$ cat src/hw/vga_timing_pkg.sv
// VGA timing package
// 640x480 line and frame geometry, image box placement and RGB565 colours

package vga_timing_pkg;

    parameter int h_active = 640;   // pixels
    parameter int h_front  = 16;
    parameter int h_sync   = 96;
    parameter int h_back   = 48;
    parameter int h_total  = 800;

    parameter int v_active = 480;   // lines
    parameter int v_front  = 10;
    parameter int v_sync   = 2;
    parameter int v_back   = 33;
    parameter int v_total  = 525;

    // top-left corner of the 256x256 image box
    parameter int box_x0         = 192;
    parameter int box_y0         = 112;
    parameter int box_scale_log2 = 4;   // 16 screen pixels per image pixel

    parameter logic [15:0] color_fg     = 16'hffff;
    parameter logic [15:0] color_bg     = 16'h0000;
    parameter logic [15:0] color_border = 16'h0010;

    parameter int hcount_w = 10;
    parameter int vcount_w = 10;

endpackage

$ cat src/hw/image_pkg.sv
// image store package
// geometry of the monochrome images and their ROM and row buffer addressing

package image_pkg;

    parameter int img_rows  = 16;   // rows per image
    parameter int img_width = 16;   // pixels per row, one bit each
    parameter int img_count = 16;

    // buffer row address
    parameter int row_addr_w = 4;

    // {image index, row}
    parameter int rom_addr_w = 8;

endpackage

$ cat src/hw/image_rom.sv
// image ROM
// 16 images of 16 rows, each word built from image index and row, one cycle latency

`timescale 1ns/100ps

module image_rom
(
    input  logic                             clk_vga,
    input  logic [image_pkg::rom_addr_w-1:0] addr,
    output logic [image_pkg::img_width-1:0]  data
);

    import image_pkg::*;

    logic [rom_addr_w-row_addr_w-1:0] img_idx;
    logic [row_addr_w-1:0]            row_idx;

    assign img_idx = addr[rom_addr_w-1:row_addr_w];
    assign row_idx = addr[row_addr_w-1:0];

    // contents are {k, r, ~k, ~r}, no init file
    always_ff @(posedge clk_vga)
    begin
        data <= {img_idx, row_idx, ~img_idx, ~row_idx};
    end

endmodule

$ cat src/hw/image_sequencer.sv
// image sequencer
// copies one image from the ROM into the display row buffer, holds it, then moves on

`timescale 1ns/100ps

module image_sequencer
#(
    parameter int unsigned hold_cycles = 6_250_000
)
(
    input  logic                             clk_vga,
    input  logic                             rst_n,
    output logic [image_pkg::rom_addr_w-1:0] rom_addr,
    input  logic [image_pkg::img_width-1:0]  rom_data,
    output logic                             write_en,
    output logic [image_pkg::row_addr_w-1:0] write_addr,
    output logic [image_pkg::img_width-1:0]  write_data
);

    import image_pkg::*;

    localparam int idx_w = rom_addr_w - row_addr_w;
    // hold also covers the cycle of the last write and the index step
    localparam int cnt_w = $clog2(hold_cycles + 2);

    localparam logic st_load = 1'b0;
    localparam logic st_hold = 1'b1;

    logic             state;
    logic [idx_w-1:0] image;        // image being shown
    logic [row_addr_w-1:0] row;     // row being fetched
    logic [cnt_w-1:0] hold_cnt;

    assign rom_addr   = {image, row};
    assign write_data = rom_data;   // ROM word lines up with the registered strobe

    always_ff @(posedge clk_vga or negedge rst_n)
    begin
        if (!rst_n)
        begin
            state      <= st_load;
            image      <= '0;
            row        <= '0;
            hold_cnt   <= '0;
            write_en   <= 1'b0;
            write_addr <= '0;
        end
        else
        begin
            write_en <= 1'b0;
            case (state)
                st_load:
                begin
                    write_en   <= 1'b1;         // word for this row returns next cycle
                    write_addr <= row;
                    row        <= row + 1'b1;   // wraps to 0 for the next image
                    if (row == row_addr_w'(img_rows - 1))
                        state <= st_hold;
                end
                st_hold:
                begin
                    if (hold_cnt == cnt_w'(hold_cycles + 1))
                    begin
                        hold_cnt <= '0;
                        state    <= st_load;
                        if (image == idx_w'(img_count - 1))
                            image <= '0;
                        else
                            image <= image + 1'b1;
                    end
                    else
                    begin
                        hold_cnt <= hold_cnt + 1'b1;
                    end
                end
                default: state <= st_load;
            endcase
        end
    end

    // only the last row's write may overlap the hold state
    assert property (@(posedge clk_vga) disable iff (!rst_n)
        (state == st_hold && write_en) |-> $past(state == st_load));

    assert property (@(posedge clk_vga) disable iff (!rst_n)
        image < img_count);

endmodule

$ cat src/hw/sync_gen.sv
// VGA sync generator
// pixel and line counters with decoded sync pulses and active-area flag

`timescale 1ns/100ps

module sync_gen
(
    input  logic                               clk_vga,
    input  logic                               rst_n,
    output logic [vga_timing_pkg::hcount_w-1:0] hcount,
    output logic [vga_timing_pkg::vcount_w-1:0] vcount,
    output logic                               hsync,
    output logic                               vsync,
    output logic                               active
);

    import vga_timing_pkg::*;

    localparam int hs_start = h_active + h_front;   // 656
    localparam int hs_end   = hs_start + h_sync;    // first pixel after the pulse
    localparam int vs_start = v_active + v_front;   // 490
    localparam int vs_end   = vs_start + v_sync;

    logic h_last;
    logic v_last;

    assign h_last = (hcount == hcount_w'(h_total - 1));
    assign v_last = (vcount == vcount_w'(v_total - 1));

    always_ff @(posedge clk_vga or negedge rst_n)
    begin
        if (!rst_n)
        begin
            hcount <= '0;
            vcount <= '0;
        end
        else
        begin
            if (h_last)
            begin
                hcount <= '0;
                vcount <= v_last ? '0 : vcount + 1'b1;   // one line per h wrap
            end
            else
            begin
                hcount <= hcount + 1'b1;
            end
        end
    end

    // both pulses active low
    assign hsync  = !((hcount >= hs_start) && (hcount < hs_end));
    assign vsync  = !((vcount >= vs_start) && (vcount < vs_end));
    assign active = (hcount < h_active) && (vcount < v_active);

    assert property (@(posedge clk_vga) disable iff (!rst_n)
        (hcount < h_total) && (vcount < v_total));

endmodule

$ cat src/hw/vga_interface.sv
// VGA display interface
// row buffer of the current image, scaled pixel lookup and two-stage colour pipeline

`timescale 1ns/100ps

module vga_interface
(
    input  logic                             clk_vga,
    input  logic                             rst_n,
    input  logic                             write_en,
    input  logic [image_pkg::row_addr_w-1:0] write_addr,
    input  logic [image_pkg::img_width-1:0]  write_data,
    output logic                             hsync,
    output logic                             vsync,
    output logic [4:0]                       red,
    output logic [5:0]                       green,
    output logic [4:0]                       blue
);

    import vga_timing_pkg::*;
    import image_pkg::*;

    localparam int box_w = img_width << box_scale_log2;   // 256
    localparam int box_h = img_rows << box_scale_log2;
    localparam int col_w = $clog2(img_width);

    logic [hcount_w-1:0]  hcount;
    logic [vcount_w-1:0]  vcount;
    logic                 hsync_raw;
    logic                 vsync_raw;
    logic                 active_raw;
    logic [img_width-1:0] row_buf [img_rows];
    logic [hcount_w-1:0]  hrel;
    logic [vcount_w-1:0]  vrel;
    logic [hcount_w-1:0]  col;
    logic [vcount_w-1:0]  vrow;
    logic [col_w-1:0]     bit_sel;
    logic                 in_box;
    logic                 pix_q;
    logic                 in_box_q;
    logic                 active_q;
    logic                 hsync_q;
    logic                 vsync_q;
    logic [15:0]          color;

    sync_gen u_sync_gen
    (
        .clk_vga (clk_vga),
        .rst_n   (rst_n),
        .hcount  (hcount),
        .vcount  (vcount),
        .hsync   (hsync_raw),
        .vsync   (vsync_raw),
        .active  (active_raw)
    );

    // screen starts on a blank image
    always_ff @(posedge clk_vga or negedge rst_n)
    begin
        if (!rst_n)
        begin
            for (int i = 0; i < img_rows; i++)
                row_buf[i] <= '0;
        end
        else if (write_en)
        begin
            row_buf[write_addr] <= write_data;
        end
    end

    assign hrel    = hcount - hcount_w'(box_x0);
    assign vrel    = vcount - vcount_w'(box_y0);
    assign col     = hrel >> box_scale_log2;
    assign vrow    = vrel >> box_scale_log2;
    assign bit_sel = col_w'(img_width - 1) - col[col_w-1:0];   // msb on the left
    assign in_box  = (hcount >= box_x0) && (hcount < box_x0 + box_w) &&
                     (vcount >= box_y0) && (vcount < box_y0 + box_h);

    always_ff @(posedge clk_vga)
    begin
        pix_q <= row_buf[vrow[row_addr_w-1:0]][bit_sel];
    end

    always_ff @(posedge clk_vga or negedge rst_n)
    begin
        if (!rst_n)
        begin
            in_box_q <= 1'b0;
            active_q <= 1'b0;
            hsync_q  <= 1'b1;
            vsync_q  <= 1'b1;
        end
        else
        begin
            in_box_q <= in_box;
            active_q <= active_raw;
            hsync_q  <= hsync_raw;
            vsync_q  <= vsync_raw;
        end
    end

    always_comb
    begin
        if (!active_q)
            color = '0;             // blanking
        else if (!in_box_q)
            color = color_border;
        else
            color = pix_q ? color_fg : color_bg;
    end

    // second stage keeps syncs aligned with colour
    always_ff @(posedge clk_vga or negedge rst_n)
    begin
        if (!rst_n)
        begin
            red   <= '0;
            green <= '0;
            blue  <= '0;
            hsync <= 1'b1;
            vsync <= 1'b1;
        end
        else
        begin
            red   <= color[15:11];
            green <= color[10:5];
            blue  <= color[4:0];
            hsync <= hsync_q;
            vsync <= vsync_q;
        end
    end

    assert property (@(posedge clk_vga) disable iff (!rst_n)
        write_en |-> !$isunknown(write_addr));

endmodule

$ cat src/hw/vga_slideshow_top.sv
// VGA slideshow top level
// image ROM, sequencer and display interface in the clk_vga domain

`timescale 1ns/100ps

module vga_slideshow_top
#(
    parameter int unsigned hold_cycles = 6_250_000   // 250 ms at 25 MHz
)
(
    input  logic       clk_vga,
    input  logic       rst_n,
    output logic       hsync,
    output logic       vsync,
    output logic [4:0] red,
    output logic [5:0] green,
    output logic [4:0] blue
);

    import image_pkg::*;

    logic [rom_addr_w-1:0] rom_addr;
    logic [img_width-1:0]  rom_data;
    logic                  write_en;
    logic [row_addr_w-1:0] write_addr;
    logic [img_width-1:0]  write_data;

    image_rom u_image_rom
    (
        .clk_vga (clk_vga),
        .addr    (rom_addr),
        .data    (rom_data)
    );

    image_sequencer #(.hold_cycles(hold_cycles)) u_image_sequencer
    (
        .clk_vga    (clk_vga),
        .rst_n      (rst_n),
        .rom_addr   (rom_addr),
        .rom_data   (rom_data),
        .write_en   (write_en),
        .write_addr (write_addr),
        .write_data (write_data)
    );

    vga_interface u_vga_interface
    (
        .clk_vga    (clk_vga),
        .rst_n      (rst_n),
        .write_en   (write_en),
        .write_addr (write_addr),
        .write_data (write_data),
        .hsync      (hsync),
        .vsync      (vsync),
        .red        (red),
        .green      (green),
        .blue       (blue)
    );

endmodule

$ cat config.mk
export PLATFORM = sky130hd
export DESIGN_NAME = vga_slideshow_top
export DESIGN_NICKNAME = d
export VERILOG_FILES = /design/src/hw/vga_timing_pkg.sv /design/src/hw/image_pkg.sv /design/src/hw/image_rom.sv /design/src/hw/image_sequencer.sv /design/src/hw/sync_gen.sv /design/src/hw/vga_interface.sv /design/src/hw/vga_slideshow_top.sv
export SDC_FILE = /design/constraint.sdc
export NUM_CORES = 1
export LEC_CHECK = 0
export BUFFER_PORTS_ARGS = -buffer_cell sky130_fd_sc_hd__buf_2
export CORE_MARGIN = 5
export CORE_UTILIZATION = 40
export CTS_BUF_LIST = sky130_fd_sc_hd__clkbuf_4 sky130_fd_sc_hd__clkbuf_8
export CTS_CLUSTER_DIAMETER = 50
export DETAILED_ROUTE_END_ITERATION = 10
export GPL_ROUTABILITY_DRIVEN = 1
export HOLD_SLACK_MARGIN = 0.06
export PLACE_DENSITY = 0.55
export SETUP_SLACK_MARGIN = 0.1
export SLEW_MARGIN = 20
export SYNTH_ARGS = -nofsm -noshare
export SYNTH_HDL_FRONTEND = slang
export SYNTH_SLANG_ARGS = --single-unit
$ cat constraint.sdc
create_clock -name clk_vga -period 5.45 [get_ports clk_vga]
set_clock_uncertainty 0.2 [all_clocks]
set_input_delay 0.8175 -clock clk_vga [delete_from_list [all_inputs] [get_ports clk_vga]]
set_output_delay 0.8175 -clock clk_vga [all_outputs]
set_load 0.01 [all_outputs]
**Word level (Yosys, flattened, before mapping)**

Index checks and enable logic that the tools add are counted.
Widths: inputs -> output; s select.

- Magnitude comparators: 14
- Bitwise gates (word level): 5
- $add $sub $neg: 8
- Reductions and logical operators: 10
- Eq/ne operators: 5
- Multiplexer cells: 19

Operators with widths:

| kind | count |
|---|---|
| $bwmux 256 | 1 |
| $mux 16 | 6 |
| $bmux 16 s4 | 1 |
| $demux 16 s4 | 1 |
| $lt 10x9->1 const B | 4 |
| $add 23x1->23 const B | 1 |
| $eq 23x23->1 const B | 1 |
| $mux 23 | 1 |
| $add 10x1->10 const B | 2 |
| $eq 10x10->1 const B | 2 |
| $lt 10x10->1 const B | 2 |
| $mux 10 | 2 |
| $ge 10x10->1 const B | 1 |
| $ge 10x7->1 const B | 1 |
| $ge 10x8->1 const B | 1 |
| $ge 10x9->1 const B | 1 |
| $ge 5x5->1 const B | 2 |
| $not 4->5 | 2 |
| $add 4x1->4 const B | 2 |
| $eq 4x4->1 const B | 2 |
| $not 4->4 | 2 |
| $sub 8x7->8 const B | 1 |
| $sub 8x8->8 const B | 1 |
| $logic_and 1x1->1 | 7 |
| 10 further kinds | 14 |

- Flip-flop bits (word level): 352
- Logic and storage cells: 96

**Longest topological paths before layout**

Gate-level depths: netlist of run 1.

- Depth after elaboration: 7
- Depth in mapped cells: 16
- Depth with buffers taken out: 9

**Hierarchy**

Synthesis of run 1 repeated with hierarchy kept, for this count alone.

- Cell total of the unflattened synthesis: 1,088
- Area total of the unflattened synthesis: 15,712.6 sq um

Modules (own cells, without submodules):

| module | instances | cells an instance | seq. area each (sq um) | area an instance (sq um) |
|---|---|---|---|---|
| vga_interface | 1 | 775 | 6,631.4 | 12,354.3 |
| image_sequencer | 1 | 189 | 925.9 | 1,931.9 |
| sync_gen | 1 | 100 | 500.5 | 1,076.0 |
| image_rom | 1 | 24 | 320.3 | 350.3 |

**Least setup slack after synthesis of run 1**

Ideal clock, no wire load.

- Kind: reg2reg
- Start: register u_vga_interface.u_sync_gen.vcount[4] (netlist bit)
- End: register u_vga_interface.pix_q
- Setup time: 0.124 ns
- Cell stages (with the launch flop): 16
- Required time: 5.126 ns
- Slack: 1.873 ns
- Buffers on the path: 7
- Arrival time: 3.253 ns
- Cell sequence: dfrtp_1 -> buf_6 -> buf_12 -> buf_12 -> buf_6 -> clkinv_1 -> ha_1 -> buf_2 -> buf_2 -> buf_2 -> mux4_2 -> mux4_2 -> a22oi_1 -> nand3_1 -> o211ai_2 -> nand3_1

- Cells in the longest elaborated chain, start to end: 7

Ends and longest elaborated chain:

| element | line | RTL |
|---|---|---|
| from (decl) | sync_gen.sv:11 | `output logic [vga_timing_pkg::vcount_w-1:0] vcount,` |
| from (signal assigned) | sync_gen.sv:42 | `vcount <= v_last ? '0 : vcount + 1'b1;` |
| $sub 8x7->8 | vga_interface.sv:72 | `assign vrel = vcount - vcount_w'(box_y0);` |
| $not 4->5 (not written as such) | vga_interface.sv:81 | `pix_q <= row_buf[vrow[row_addr_w-1:0]][bit_sel];` |
| $bmux 16 s4 | vga_interface.sv:81 |  |
| $mux 16 (not written as such) (2 in a row) | vga_interface.sv:81 |  |
| $bmux 1 s4 | vga_interface.sv:81 |  |
| $mux 1 (not written as such) | vga_interface.sv:81 |  |
| to (signal assigned) | vga_interface.sv:81 |  |
| to (decl) | vga_interface.sv:39 | `logic pix_q;` |

No other way between the ends. The select of a mux whose other input is x is not followed.
A chain may end at the register's enable or synchronous reset.

**Worst setup path in the final report of run 1**

Same ends and word-level chain as after synthesis.

==> Implementation_results.wiki, run 1 <==
{| class="wikitable"
! Metric !! Value
|-
| Outcome || complete, no violations
|-
| Average instance area after synthesis || 14.0 um^2
|-
| Number of endpoints with negative hold slack in the final report || 0
|-
| Initial drt markers || approximately 490
|-
| Share of layout cells above drive strength 1 || between 40 and 50%
|-
| Setup violation total in the final timing report || 0
|-
| Final setup margin || approximately 1.6 ns
|-
| Row cnt || between 70 and 80
|-
| Peak supply drop || ~150 uV
|-
| Count of boundary I/O pins || 20
|-
| Slew of the pin with the lowest slew margin || 0.916 ns
|-
| Synthesized flop and latch total || 338
|-
| Starting utilization of the core area || 40.7%
|-
| Share of the yosys chip area belonging to registers || 54.6%
|-
| Pre-CTS worst setup slack || 1.51 ns
|-
| Max Cap Violations || 0
|-
| Instance count after placement with tap cells included || between 1500 and 2000
|-
| Storage cell area || 8380 um^2
|-
| I/O Buffers || 19
|-
| Area of the core || roughly 38000 um^2
|-
| Nets@finish || 1133
|-
| Type of the most critical hold path || register to register
|-
| Non-Filler Instances || 1674
|-
| Achievable clock frequency || 257 MHz
|-
| Syn_nets || 1115
|-
| Pin count of the biggest net entering global routing || 113
|-
| Post-CTS Setup Bufs || 0
|-
| Via count || around 9000
|-
| Worst-case headroom to the max-slew limit || 38.6%
|-
| Number of buffers created by CTS || between 50 and 60
|-
| Setup TNS || 0 ns
|-
| Number of global-route vias before repair || 9557
|-
| Post-synth cell types || 55
|-
| Unrepaired setup endpoints after global routing || false
|-
| Slew Viols, Final || 0
|-
| Antenna-violating nets left || 0
|-
| Antenna diode instance count || 0
|-
| Routed wire length || 36.9 mm
|-
| Total grt overflow || 0
|-
| CP Max Fanout || 46
|-
| Clock tree from TritonCTS || built
|-
| Resize count post-CTS || 0
|-
| Die Height || 206 um
|-
| Crit path capture type || register
|-
| GP Congestion || 0.763
|-
| Number of sinks on the clock net || 338
|-
| Overall track demand over capacity in global routing || between 10% and 20%
|-
| Worst-path clk slew || 0.06 ns
|-
| Post-detailed-route DRC marker count || 0
|-
| Async set-or-reset flop fraction in the synthesized netlist || 95.0%
|-
| Total power per unit cell area || slightly below 300 nW/um^2
|-
| WL/cell || 22.0 um
|-
| Critical path class || register to register
|-
| Area of the multi-input gates || 6580 um^2
|-
| Number of enable flip-flop cells after synthesis || 0
|-
| Critical path data arrival time || 4.21 ns
|-
| Half-perimeter wire length of the detailed placement result || 21.8 mm
|-
| Die area || around 42000 um^2
|-
| Router iterations before antenna repair || 5
|-
| Critical Path Start Type || register
|-
| Global-route wire length before repair || 58.1 mm
|-
| Synth warn || 0
|-
| Number of antenna violations at the first check in global routing || 1
|-
| Per-cell via count in the routed design || 5.40
|-
| Leak || 6.83 nW
|-
| Clk Latency, worst-skew pair || 0.63 ns
|-
| Final period utilization || 71.3%
|-
| H-Tree Level Count || 2
|-
| CTS Root Cell || clkbuf_8
|-
| Deepest clock path buffer count || 3
|-
| Summed instance area of the synthesized netlist || between 15000 and 20000 um^2
|-
| Total chip power || 5.03 mW
|-
| Layout Area Growth over Synthesis || 12.4%
|-
| Layout fillers || 3407
|-
| Die outline width || 206 um
|-
| Most common flop cell mapped by yosys || dfrtp_1
|-
| Data required time of the critical path || 5.77 ns
|-
| Cells after Synth || 1097
|-
| Crit path time final || 3.89 ns
|-
| Cts-stage hold buffer count || 1
|}
## cells in the mapped netlist (4+ instances only)
master | n | area (um^2)
dfrtp_1 | 317 | 7930
mux2_2 | 260 | 2930
mux4_2 | 65 | 1460
nand2_1 | 60 | 225
nor2_1 | 51 | 191
clkbuf_1 | 41 | 154
nand3_1 | 24 | 120
o21ai_0 | 24 | 120
buf_2 | 19 | 95.1
inv_1 | 19 | 71.3
xnor2_1 | 19 | 166
buf_4 | 17 | 128
dfxtp_1 | 17 | 340
xor2_1 | 17 | 149
ha_1 | 16 | 200
and3_1 | 12 | 75.1
nor3_1 | 11 | 55.1
a21oi_1 | 9 | 45.0
nand4_1 | 9 | 56.3
mux2i_1 | 8 | 80.1
nor2b_1 | 7 | 43.8
nand2b_1 | 6 | 37.5
a2111oi_0 | 4 | 35.0
a31oi_1 | 4 | 25.0
and2_1 | 4 | 25.0
dfstp_2 | 4 | 105
nor4_1 | 4 | 25.0
or3_1 | 4 | 25.0
## routing by layer
layer | up-vias | part of all wire, % | GRT usage, % | wire [um]
met5 | - | 0 | 0 | 0
met4 | 0 | 2.0 | 4.42 | 737
met3 | 60 | 4.2 | 3.28 | 1560
met2 | 155 | 48 | 29.1 | 17600
met1 | 4817 | 46 | 25.3 | 17000
li1 | 4002 | - | - | -
## logic make-up after synthesis
logic type | count (synthesis) | share of synthesized area, %
compound gates | 61 | 2.57
xor+xnor | 37 | 2.16
fa+ha+maj | 16 | 1.30
buf+inv | 104 | 3.42
flops | 338 | 54.6
mux | 335 | 29.4
simple gates | 206 | 6.53
## registers in the layout, summed over array words and instances, names as in the netlist, 4 cells and up
| signal | flops |
|---|---|
| u_vga_interface.row_buf | 256 |
| u_image_sequencer.hold_cnt | 23 |
| u_image_rom.data | 16 |
| u_vga_interface.u_sync_gen.hcount | 10 |
| u_vga_interface.u_sync_gen.vcount | 10 |
| u_image_sequencer.image | 4 |
| u_image_sequencer.row | 4 |
| u_image_sequencer.write_addr | 4 |
## cell usage in the layout (no fill, tap or decap), drive strengths merged, types with 5 or more instances in the layout
| cell | n |
|---|---|
| nand4 | 9 |
| mux2i | 8 |
| and2 | 5 |
| a21oi | 9 |
| nand2 | 60 |
| nor4 | 6 |
| dfrtp | 317 |
| inv | 19 |
| nor3 | 11 |
| buf | 40 |
| o21ai | 24 |
| xnor2 | 20 |
| clkbuf | 102 |
| nand2b | 6 |
| xor2 | 17 |
| clkinv | 6 |
| dfxtp | 17 |
| nor2b | 7 |
| nand3 | 24 |
| nor2 | 51 |
| mux2 | 260 |
| mux4 | 67 |
| ha | 16 |
| and3 | 12 |
## where the power goes
| group | leakage (nW) | internal (mW) | switching, mW |
|---|---|---|---|
| Sequential | 3.88 | 2.51 | 0 |
| Clock | 0.692 | 1.45 | 1.03 |
| Combinational | 2.26 | 0.00433 | 0.0466 |
## layout make-up
cell class,count,area share (%)
multi-input cells,655,38.1
inverters,20,0.435
clock inverters,7,0.363
clock buffers,102,7.08
flip-flops and latches,338,48.6
well taps,511,3.71
repair buffers,41,1.73
## metrics by stage
stage | util, % | area, um^2 | hold slack [ns]
6_report | 45.7 | 17300 | 0.155
4_1_cts | 45.7 | 17300 | 0.156
3_3_place_gp | 42.3 | 16000 | 0.147
2_1_floorplan | - | 15400 | 0.145
5_1_grt | 45.7 | 17300 | 0.163
3_5_place_dp | 42.3 | 16000 | 0.148
## critical path, cell delays in order, from the launching register on
cell	delay, ns
dfrtp_4	0.40
clkinv_1	0.35
ha_4	0.95
buf_4	0.50
mux4_2	0.37
mux4_2	0.53
a21oi_1	0.18
nand3_1	0.11
o211ai_2	0.08
nand3_1	0.08
## final timing paths
kind,start,to,slack [ns],cells past startpoint
max,u_vga_interface.u_sync_gen.vcount[4],u_vga_interface.pix_q,1.56,9
min,u_vga_interface.vsync_q,u_vga_interface.vsync,0.15,0
max reg2reg,u_vga_interface.u_sync_gen.vcount[4],u_vga_interface.pix_q,1.56,9
min reg2reg,u_vga_interface.vsync_q,u_vga_interface.vsync,0.15,0
max in group asynchronous,rst_n,u_vga_interface.row_buf[17],3.29,3
min in group asynchronous,rst_n,u_vga_interface.row_buf[242],0.65,2
No activity file was read; power rests on OpenSTA's default activity.
==> run 2, diff against run 1 <==
Settings changed: PLACE_DENSITY 0.55 to 0.57.
Clock period 5.45 ns to 3.3 ns, I/O delays scaled along.
==> Implementation_results.wiki, run 2 (synthesis results as in run 1) <==
{| class="wikitable"
! Metric !! Value
|-
| Storage cell area || 8380 um^2 (unchanged)
|-
| Data required time of the critical path || 3.61 ns (-2.16 ns)
|-
| Share of layout cells above drive strength 1 || 44.2% (+1.1 points)
|-
| Peak supply drop || 339 uV (+130%)
|-
| Nets@finish || 1154 (+1.9%)
|-
| WHS Path Cells || 0 (unchanged)
|-
| Met3 usage in global routing || 3.04% (-0.24 points)
|-
| H-Tree Level Count || 2 (unchanged)
|-
| Layout Area Growth over Synthesis || 13.8%
|-
| CP Max Fanout || 16 (-65%)
|-
| Critical path data arrival time || 3.35 ns (-0.86 ns)
|-
| Post-CTS Setup Bufs || 0 (unchanged)
|-
| Post-detailed-route DRC marker count || 0 (unchanged)
|-
| Area of the core || 37800 um^2 (unchanged)
|-
| Starting utilization of the core area || 40.7% (unchanged)
|-
| Die outline width || 206 um (unchanged)
|-
| Achievable clock frequency || 329 MHz (+28%)
|-
| Overall track demand over capacity in global routing || 18.0% (+0.057 points)
|-
| Number of endpoints with negative hold slack in the final report || 0 (unchanged)
|-
| Unrepaired setup endpoints after global routing || false
|-
| Total chip power || 8.36 mW (+66%)
|-
| Final period utilization || 92.1% (+21 points)
|-
| Half-perimeter wire length of the detailed placement result || 22.3 mm (+2.3%)
|-
| Launching instance or port of the critical path || u_vga_interface.u_sync_gen.vcount[4]
|-
| Global Route met2 Usage || 27.3% (-1.8 points)
|-
| Total power per unit cell area || 478 nW/um^2 (+64%)
|-
| Count of boundary I/O pins || 20 (unchanged)
|-
| Outcome || complete, no violations
|-
| CTS Root Cell || clkbuf_8
|-
| FF-to-FF path depth || 9 (unchanged)
|-
| Origin of the worst min-delay path || u_vga_interface.hsync_q
|-
| GRT busiest layer || met2
|-
| Area of the multi-input gates || 6550 um^2 (-0.46%)
|-
| GP Congestion || 0.778 (+2.0%)
|-
| Setup TNS || 0 ns (unchanged)
|-
| Die Height || 206 um (unchanged)
|-
| Die area || 42400 um^2 (unchanged)
|-
| Type of the most critical hold path || register to register
|-
| Pin count of the biggest net entering global routing || 107 (-5.3%)
|-
| Number of antenna violations at the first check in global routing || 1 (unchanged)
|-
| Hold_ws || 0.155 ns (+0.000550 ns)
|-
| Leak || 6.96 nW (+1.8%)
|-
| Register with the most flip-flops || u_vga_interface.row_buf
|-
| Clk Latency, worst-skew pair || 0.63 ns (about the same)
|-
| Antenna diode instance count || 0 (unchanged)
|-
| WL/cell || 21.8 um (-1.2%)
|-
| Global-route wire length before repair || 58.3 mm (+0.33%)
|-
| Router iterations before antenna repair || 4 (-1)
|-
| Max FFs per register || 256 (unchanged)
|-
| Deepest clock path buffer count || 3 (unchanged)
|-
| Instance count after placement with tap cells included || 1585 (+1.3%)
|-
| Via count || 9139 (+1.2%)
|-
| Slew of the pin with the lowest slew margin || 0.776 ns (-0.140 ns)
|-
| Routed wire length || 36.9 mm (+0.11%)
|-
| Initial drt markers || 460 (-5.5%)
|-
| Largest registers ranked by flip-flop count || u_vga_interface.row_buf: 256 flops, u_image_sequencer.hold_cnt: 23 flops, u_image_rom.data: 16 flops
|-
| Max Cap Violations || 0 (unchanged)
|-
| Number of sinks on the clock net || 338 (unchanged)
|-
| I/O Buffers || 19 (unchanged)
|-
| R2r startpoint || u_vga_interface.u_sync_gen.vcount[4]
|-
| Number of global-route vias before repair || 9540 (-0.18%)
|-
| Commonest non-fill, non-tap cell in the layout || dfrtp_1
|-
| Layout fillers || 3420 (+0.38%)
|-
| Setup violation total in the final timing report || 0 (unchanged)
|-
| Worst-case headroom to the max-slew limit || 48.0% (+9.4 points)
|-
| Total grt overflow || 0 (unchanged)
|-
| Critical path class || register to register
|-
| Worst-path clk slew || 0.06 ns (about the same)
|-
| Commonest cells after routing, fill and taps aside || dfrtp_1, mux2_2, clkbuf_8, mux4_2, nand2_1
|-
| Slew Viols, Final || 0 (unchanged)
|-
| Clock tree from TritonCTS || built
|-
| Number of buffers created by CTS || 59 (unchanged)
|-
| Antenna-violating nets left || 0 (unchanged)
|-
| Non-Filler Instances || 1697 (+1.4%)
|-
| Met1 capacity usage during global routing || 26.5% (+1.2 points)
|-
| Crit path time final || 3.04 ns (-0.846 ns)
|-
| Per-cell via count in the routed design || 5.39 (-0.21%)
|-
| Critical Path Start Type || register
|-
| Crit path capture type || register
|-
| Row cnt || 71 (unchanged)
|}
[run 2: cell count changes in the layout (fill, tap and decap cells not counted), moves of 2 or more]
cell / previous run / this run
clkinvlp_4: 1 / 3
clkinv_4: 0 / 2
clkbuf_4: 29 / 23
nor2_2: 1 / 6
buf_4: 19 / 34
clkbuf_8: 73 / 71
buf_12: 2 / 7
nor2_4: 5 / 0
clkinv_2: 5 / 10
[run 2: final timing paths]
| kind | to | slack [ns] |
|---|---|---|
| max | u_vga_interface.pix_q | 0.26 |
| min | u_vga_interface.hsync | 0.16 |
| max reg2reg | u_vga_interface.pix_q | 0.26 |
| min reg2reg | u_vga_interface.hsync | 0.16 |
| max in group asynchronous | u_image_sequencer.row[0] | 1.76 |
| min in group asynchronous | u_vga_interface.row_buf[105] | 0.18 |
[run 2: through the flow]
stage / utilization [%] / setup WS, ns / instance area [um^2]
after floorplan: - / 0.109 / 15400
after global placement: 42.8 / 0.243 / 16200
after detailed placement: 42.8 / 0.205 / 16200
after CTS: 46.3 / 0.171 / 17500
after global routing: 46.3 / 0.150 / 17500
final: 46.3 / 0.259 / 17500
[run 2: critical path, cell delays in order (launching register included)]
cell and delay, ns:
dfrtp_4 0.48, clkinv_4 0.14, ha_4 0.47, buf_12 0.20, mux4_4 0.41, mux4_2 0.52
nor2b_1 0.13, o21ai_0 0.09, o2111ai_1 0.14, nand3_1 0.11
[run 2: repair_timing]
| item | in CTS | in global routing |
|---|---|---|
| hold buffers | 1 | 0 |
| endpoints found under the hold margin | 124 | 0 |
| setup endpoints to repair | 0 | 1 |
| resized for setup | 0 | 2 |
[run 2: cell type report]
cell class              count  share of cell area (%)
flip-flops and latches    338                    48.0
multi-input cells         655                    37.5
clock buffers              94                    6.58
well taps                 511                    3.66
clock inverters            17                   0.859
inverters                  20                   0.458
repair buffers             62                    2.99
[run 2: layer usage]
layer | up-vias | wire length [um]
met2 | 196 | 16900
li1 | 4044 | -
met5 | - | 0
met1 | 4832 | 17500
met4 | 0 | 995
met3 | 67 | 1540
[run 2: power breakdown]
group | internal (mW) | total [mW] | switching, mW
Combinational | 0.00967 | 0.0874 | 0.0777
Sequential | 4.14 | 4.14 | 0
Clock | 2.37 | 4.13 | 1.75
==> run 3, diff against run 2 <==
Settings changed: PLACE_DENSITY 0.57 to 0.55.
Clock period 3.3 ns to 2.9 ns, I/O delays scaled along.
==> Implementation_results.wiki, run 3 (synthesis results as in run 1) <==
{| class="wikitable"
! Metric !! Value
|-
| Outcome || complete, no violations
|-
| FF-to-FF path depth || 10 (+1)
|-
| Layout fillers || 3271 (-4.4%)
|-
| Internal Dissipation || 7.78 mW (+19%)
|-
| Clk Latency, worst-skew pair || 0.63 ns (about the same)
|-
| Row cnt || 71 (unchanged)
|-
| CTS Root Cell || clkbuf_8
|-
| CP Max Fanout || 8 (-8)
|-
| WHS Path Cells || 0 (unchanged)
|-
| Count of boundary I/O pins || 20 (unchanged)
|-
| Register with the most flip-flops || u_vga_interface.row_buf
|-
| Utilization after layout || 48.2% (+1.9 points)
|-
| Hold_ws || 0.155 ns (-0.000480 ns)
|-
| Type of the most critical hold path || register to register
|-
| Slew of the pin with the lowest slew margin || 0.805 ns (+0.0291 ns)
|-
| Area of the multi-input gates || 6610 um^2 (+1.0%)
|-
| Leak || 7.32 nW (+5.1%)
|-
| Launching instance or port of the critical path || u_vga_interface.u_sync_gen.vcount[4]
|-
| Layout Area Growth over Synthesis || 18.4%
|-
| Worst Hold Endpoint || u_vga_interface.vsync
|-
| Critical path class || register to register
|-
| Crit path capture type || register
|-
| Commonest cells after routing, fill and taps aside || dfrtp_1, mux2_2, clkbuf_8, mux4_2, buf_4
|-
| Critical Path Start Type || register
|-
| Via count || 9228 (+0.97%)
|-
| Number of global-route vias before repair || 9877 (+3.5%)
|-
| Overall track demand over capacity in global routing || 18.5% (+0.45 points)
|-
| Number of antenna violations at the first check in global routing || 0 (-1)
|-
| Worst flop-to-flop path endpoint || u_vga_interface.pix_q
|-
| Area of the core || 37800 um^2 (unchanged)
|-
| Initial drt markers || 433 (-5.9%)
|-
| I/O Buffers || 19 (unchanged)
|-
| Total grt overflow || 0 (unchanged)
|-
| Die outline width || 206 um (unchanged)
|-
| Comb pwr share || 1.1% (about the same)
|-
| Pre-CTS worst setup slack || -0.0132 ns (-0.218 ns)
|-
| Antenna diode instance count || 0 (unchanged)
|-
| Total power per unit cell area || 540 nW/um^2 (+13%)
|-
| Die Height || 206 um (unchanged)
|-
| Peak supply drop || 360 uV (+6.2%)
|-
| Per-cell via count in the routed design || 5.30 (-1.6%)
|-
| Part of the power in registers || 48.0% (-1.6 points)
|-
| Share of layout cells above drive strength 1 || 47.0% (+2.9 points)
|-
| Reg2Reg Setup Slack || 0.11 ns (-0.15 ns)
|-
| Worst-path clk slew || 0.06 ns (about the same)
|-
| Half-perimeter wire length of the detailed placement result || 22.7 mm (+1.8%)
|-
| Data required time of the critical path || 3.20 ns (-0.41 ns)
|-
| Largest registers ranked by flip-flop count || u_vga_interface.row_buf: 256 flops, u_image_sequencer.hold_cnt: 23 flops, u_image_rom.data: 16 flops
|-
| Pin count of the biggest net entering global routing || 65 (-39%)
|-
| Starting utilization of the core area || 40.7% (unchanged)
|-
| H-Tree Level Count || 2 (unchanged)
|-
| Clock tree from TritonCTS || built
|-
| Max FFs per register || 256 (unchanged)
|-
| Setup violation total in the final timing report || 0 (unchanged)
|-
| Number of endpoints with negative hold slack in the final report || 0 (unchanged)
|-
| Routed wire length || 37.5 mm (+1.5%)
|-
| Post-detailed-route DRC marker count || 0 (unchanged)
|-
| Max Cap Violations || 0 (unchanged)
|-
| Origin of the worst min-delay path || u_vga_interface.vsync_q
|-
| Switching component of the power || 2.04 mW (+12%)
|-
| GP Congestion || 0.748 (-3.9%)
|-
| Global-route wire length before repair || 59.9 mm (+2.6%)
|-
| Switching share of power || 20.8% (-1.1 points)
|-
| Clock network fraction of design power || 50.9% (+1.5 points)
|-
| Crit path time final || 2.79 ns (-0.247 ns)
|-
| R2r startpoint || u_vga_interface.u_sync_gen.vcount[4]
|-
| Storage cell area || 8380 um^2 (unchanged)
|-
| Antenna-violating nets left || 0 (unchanged)
|-
| Router iterations before antenna repair || 4 (unchanged)
|-
| Worst-case headroom to the max-slew limit || 46.2% (-1.8 points)
|-
| Die area || 42400 um^2 (unchanged)
|-
| Final period utilization || 96.3% (+4.2 points)
|-
| Achievable clock frequency || 358 MHz (+8.8%)
|-
| Critical path data arrival time || 3.10 ns (-0.25 ns)
|-
| WL/cell || 21.5 um (-1.1%)
|-
| Number of sinks on the clock net || 338 (unchanged)
|-
| Slew Viols, Final || 0 (unchanged)
|-
| Unrepaired setup endpoints after global routing || true
|-
| Commonest non-fill, non-tap cell in the layout || dfrtp_1
|-
| Deepest clock path buffer count || 3 (unchanged)
|-
| Final setup margin || 0.106 ns (-0.153 ns)
|-
| Nets@finish || 1199 (+3.9%)
|-
| Number of buffers created by CTS || 59 (unchanged)
|}
-- run 3: cell count changes in the layout (fill, tap and decap cells not counted), moves of 3 or more --
| cell | change |
|---|---|
| clkbuf_8 | +7 |
| clkinv_2 | -4 |
| buf_4 | +31 |
| buf_16 | +3 |
| clkinvlp_4 | -3 |
| buf_12 | +9 |
-- run 3: metal layers --
metal	global-route usage, %	part of all wire [%]
met3	3.72	4.5
met2	28.9	46
met4	4.90	2.3
met5	0	0
met1	26.6	47
-- run 3: worst max-delay path by stage --
stage,to,cells after the start
global route,u_vga_interface.pix_q,11
CTS,u_vga_interface.pix_q,12
floorplan,u_vga_interface.pix_q,15
detailed placement,u_vga_interface.pix_q,8
global placement,u_vga_interface.pix_q,11
finish,u_vga_interface.pix_q,10
-- run 3: layout make-up --
cell class | instances | area share, %
clock buffers | 101 | 6.85
well taps | 511 | 3.52
clock inverters | 10 | 0.826
flip-flops and latches | 338 | 46.1
multi-input cells | 655 | 36.4
inverters | 20 | 0.482
repair buffers | 107 | 5.86
-- run 3: critical path, stage by stage (launching register included) --
cell and delay (ns):
dfrtp_4 0.49, clkinv_8 0.06, ha_4 0.29, buf_12 0.13, buf_12 0.13, mux4_4 0.41
mux4_2 0.49, nor2b_1 0.13, o21ai_1 0.08, o2111ai_2 0.15, nand3_1 0.10
-- run 3: power by group through the flow --
stage                     sequential, mW  combinational [mW]  clock, mW
after detailed placement            4.80               0.118          0
after global placement              4.80               0.118          0
after floorplan                     4.80          0.00000231          0
after CTS                           4.71               0.120       5.15
after global routing                4.71               0.133       5.38
final                               4.72               0.112       5.00
-- run 3: what timing repair did --
action,CTS,global route
buffers inserted,8,0
cloned,4,0
hold buffers,1,0
endpoints found under the hold margin,311,0
setup endpoints to repair,1,1
gates resized for setup,23,4
pin swaps,6,4
-- run 3: through the flow --
step / std cells / area [um^2] / setup TNS [ns] / power, mW
2_1_floorplan: 1097 / 15400 / -0.195 / 4.80
3_3_place_gp: 1618 / 16500 / -0.0378 / 4.92
3_5_place_dp: 1618 / 16500 / -0.0132 / 4.92
4_1_cts: 1742 / 18200 / 0 / 9.99
5_1_grt: 1742 / 18200 / -0.00394 / 10.2
6_report: 1742 / 18200 / 0 / 9.82
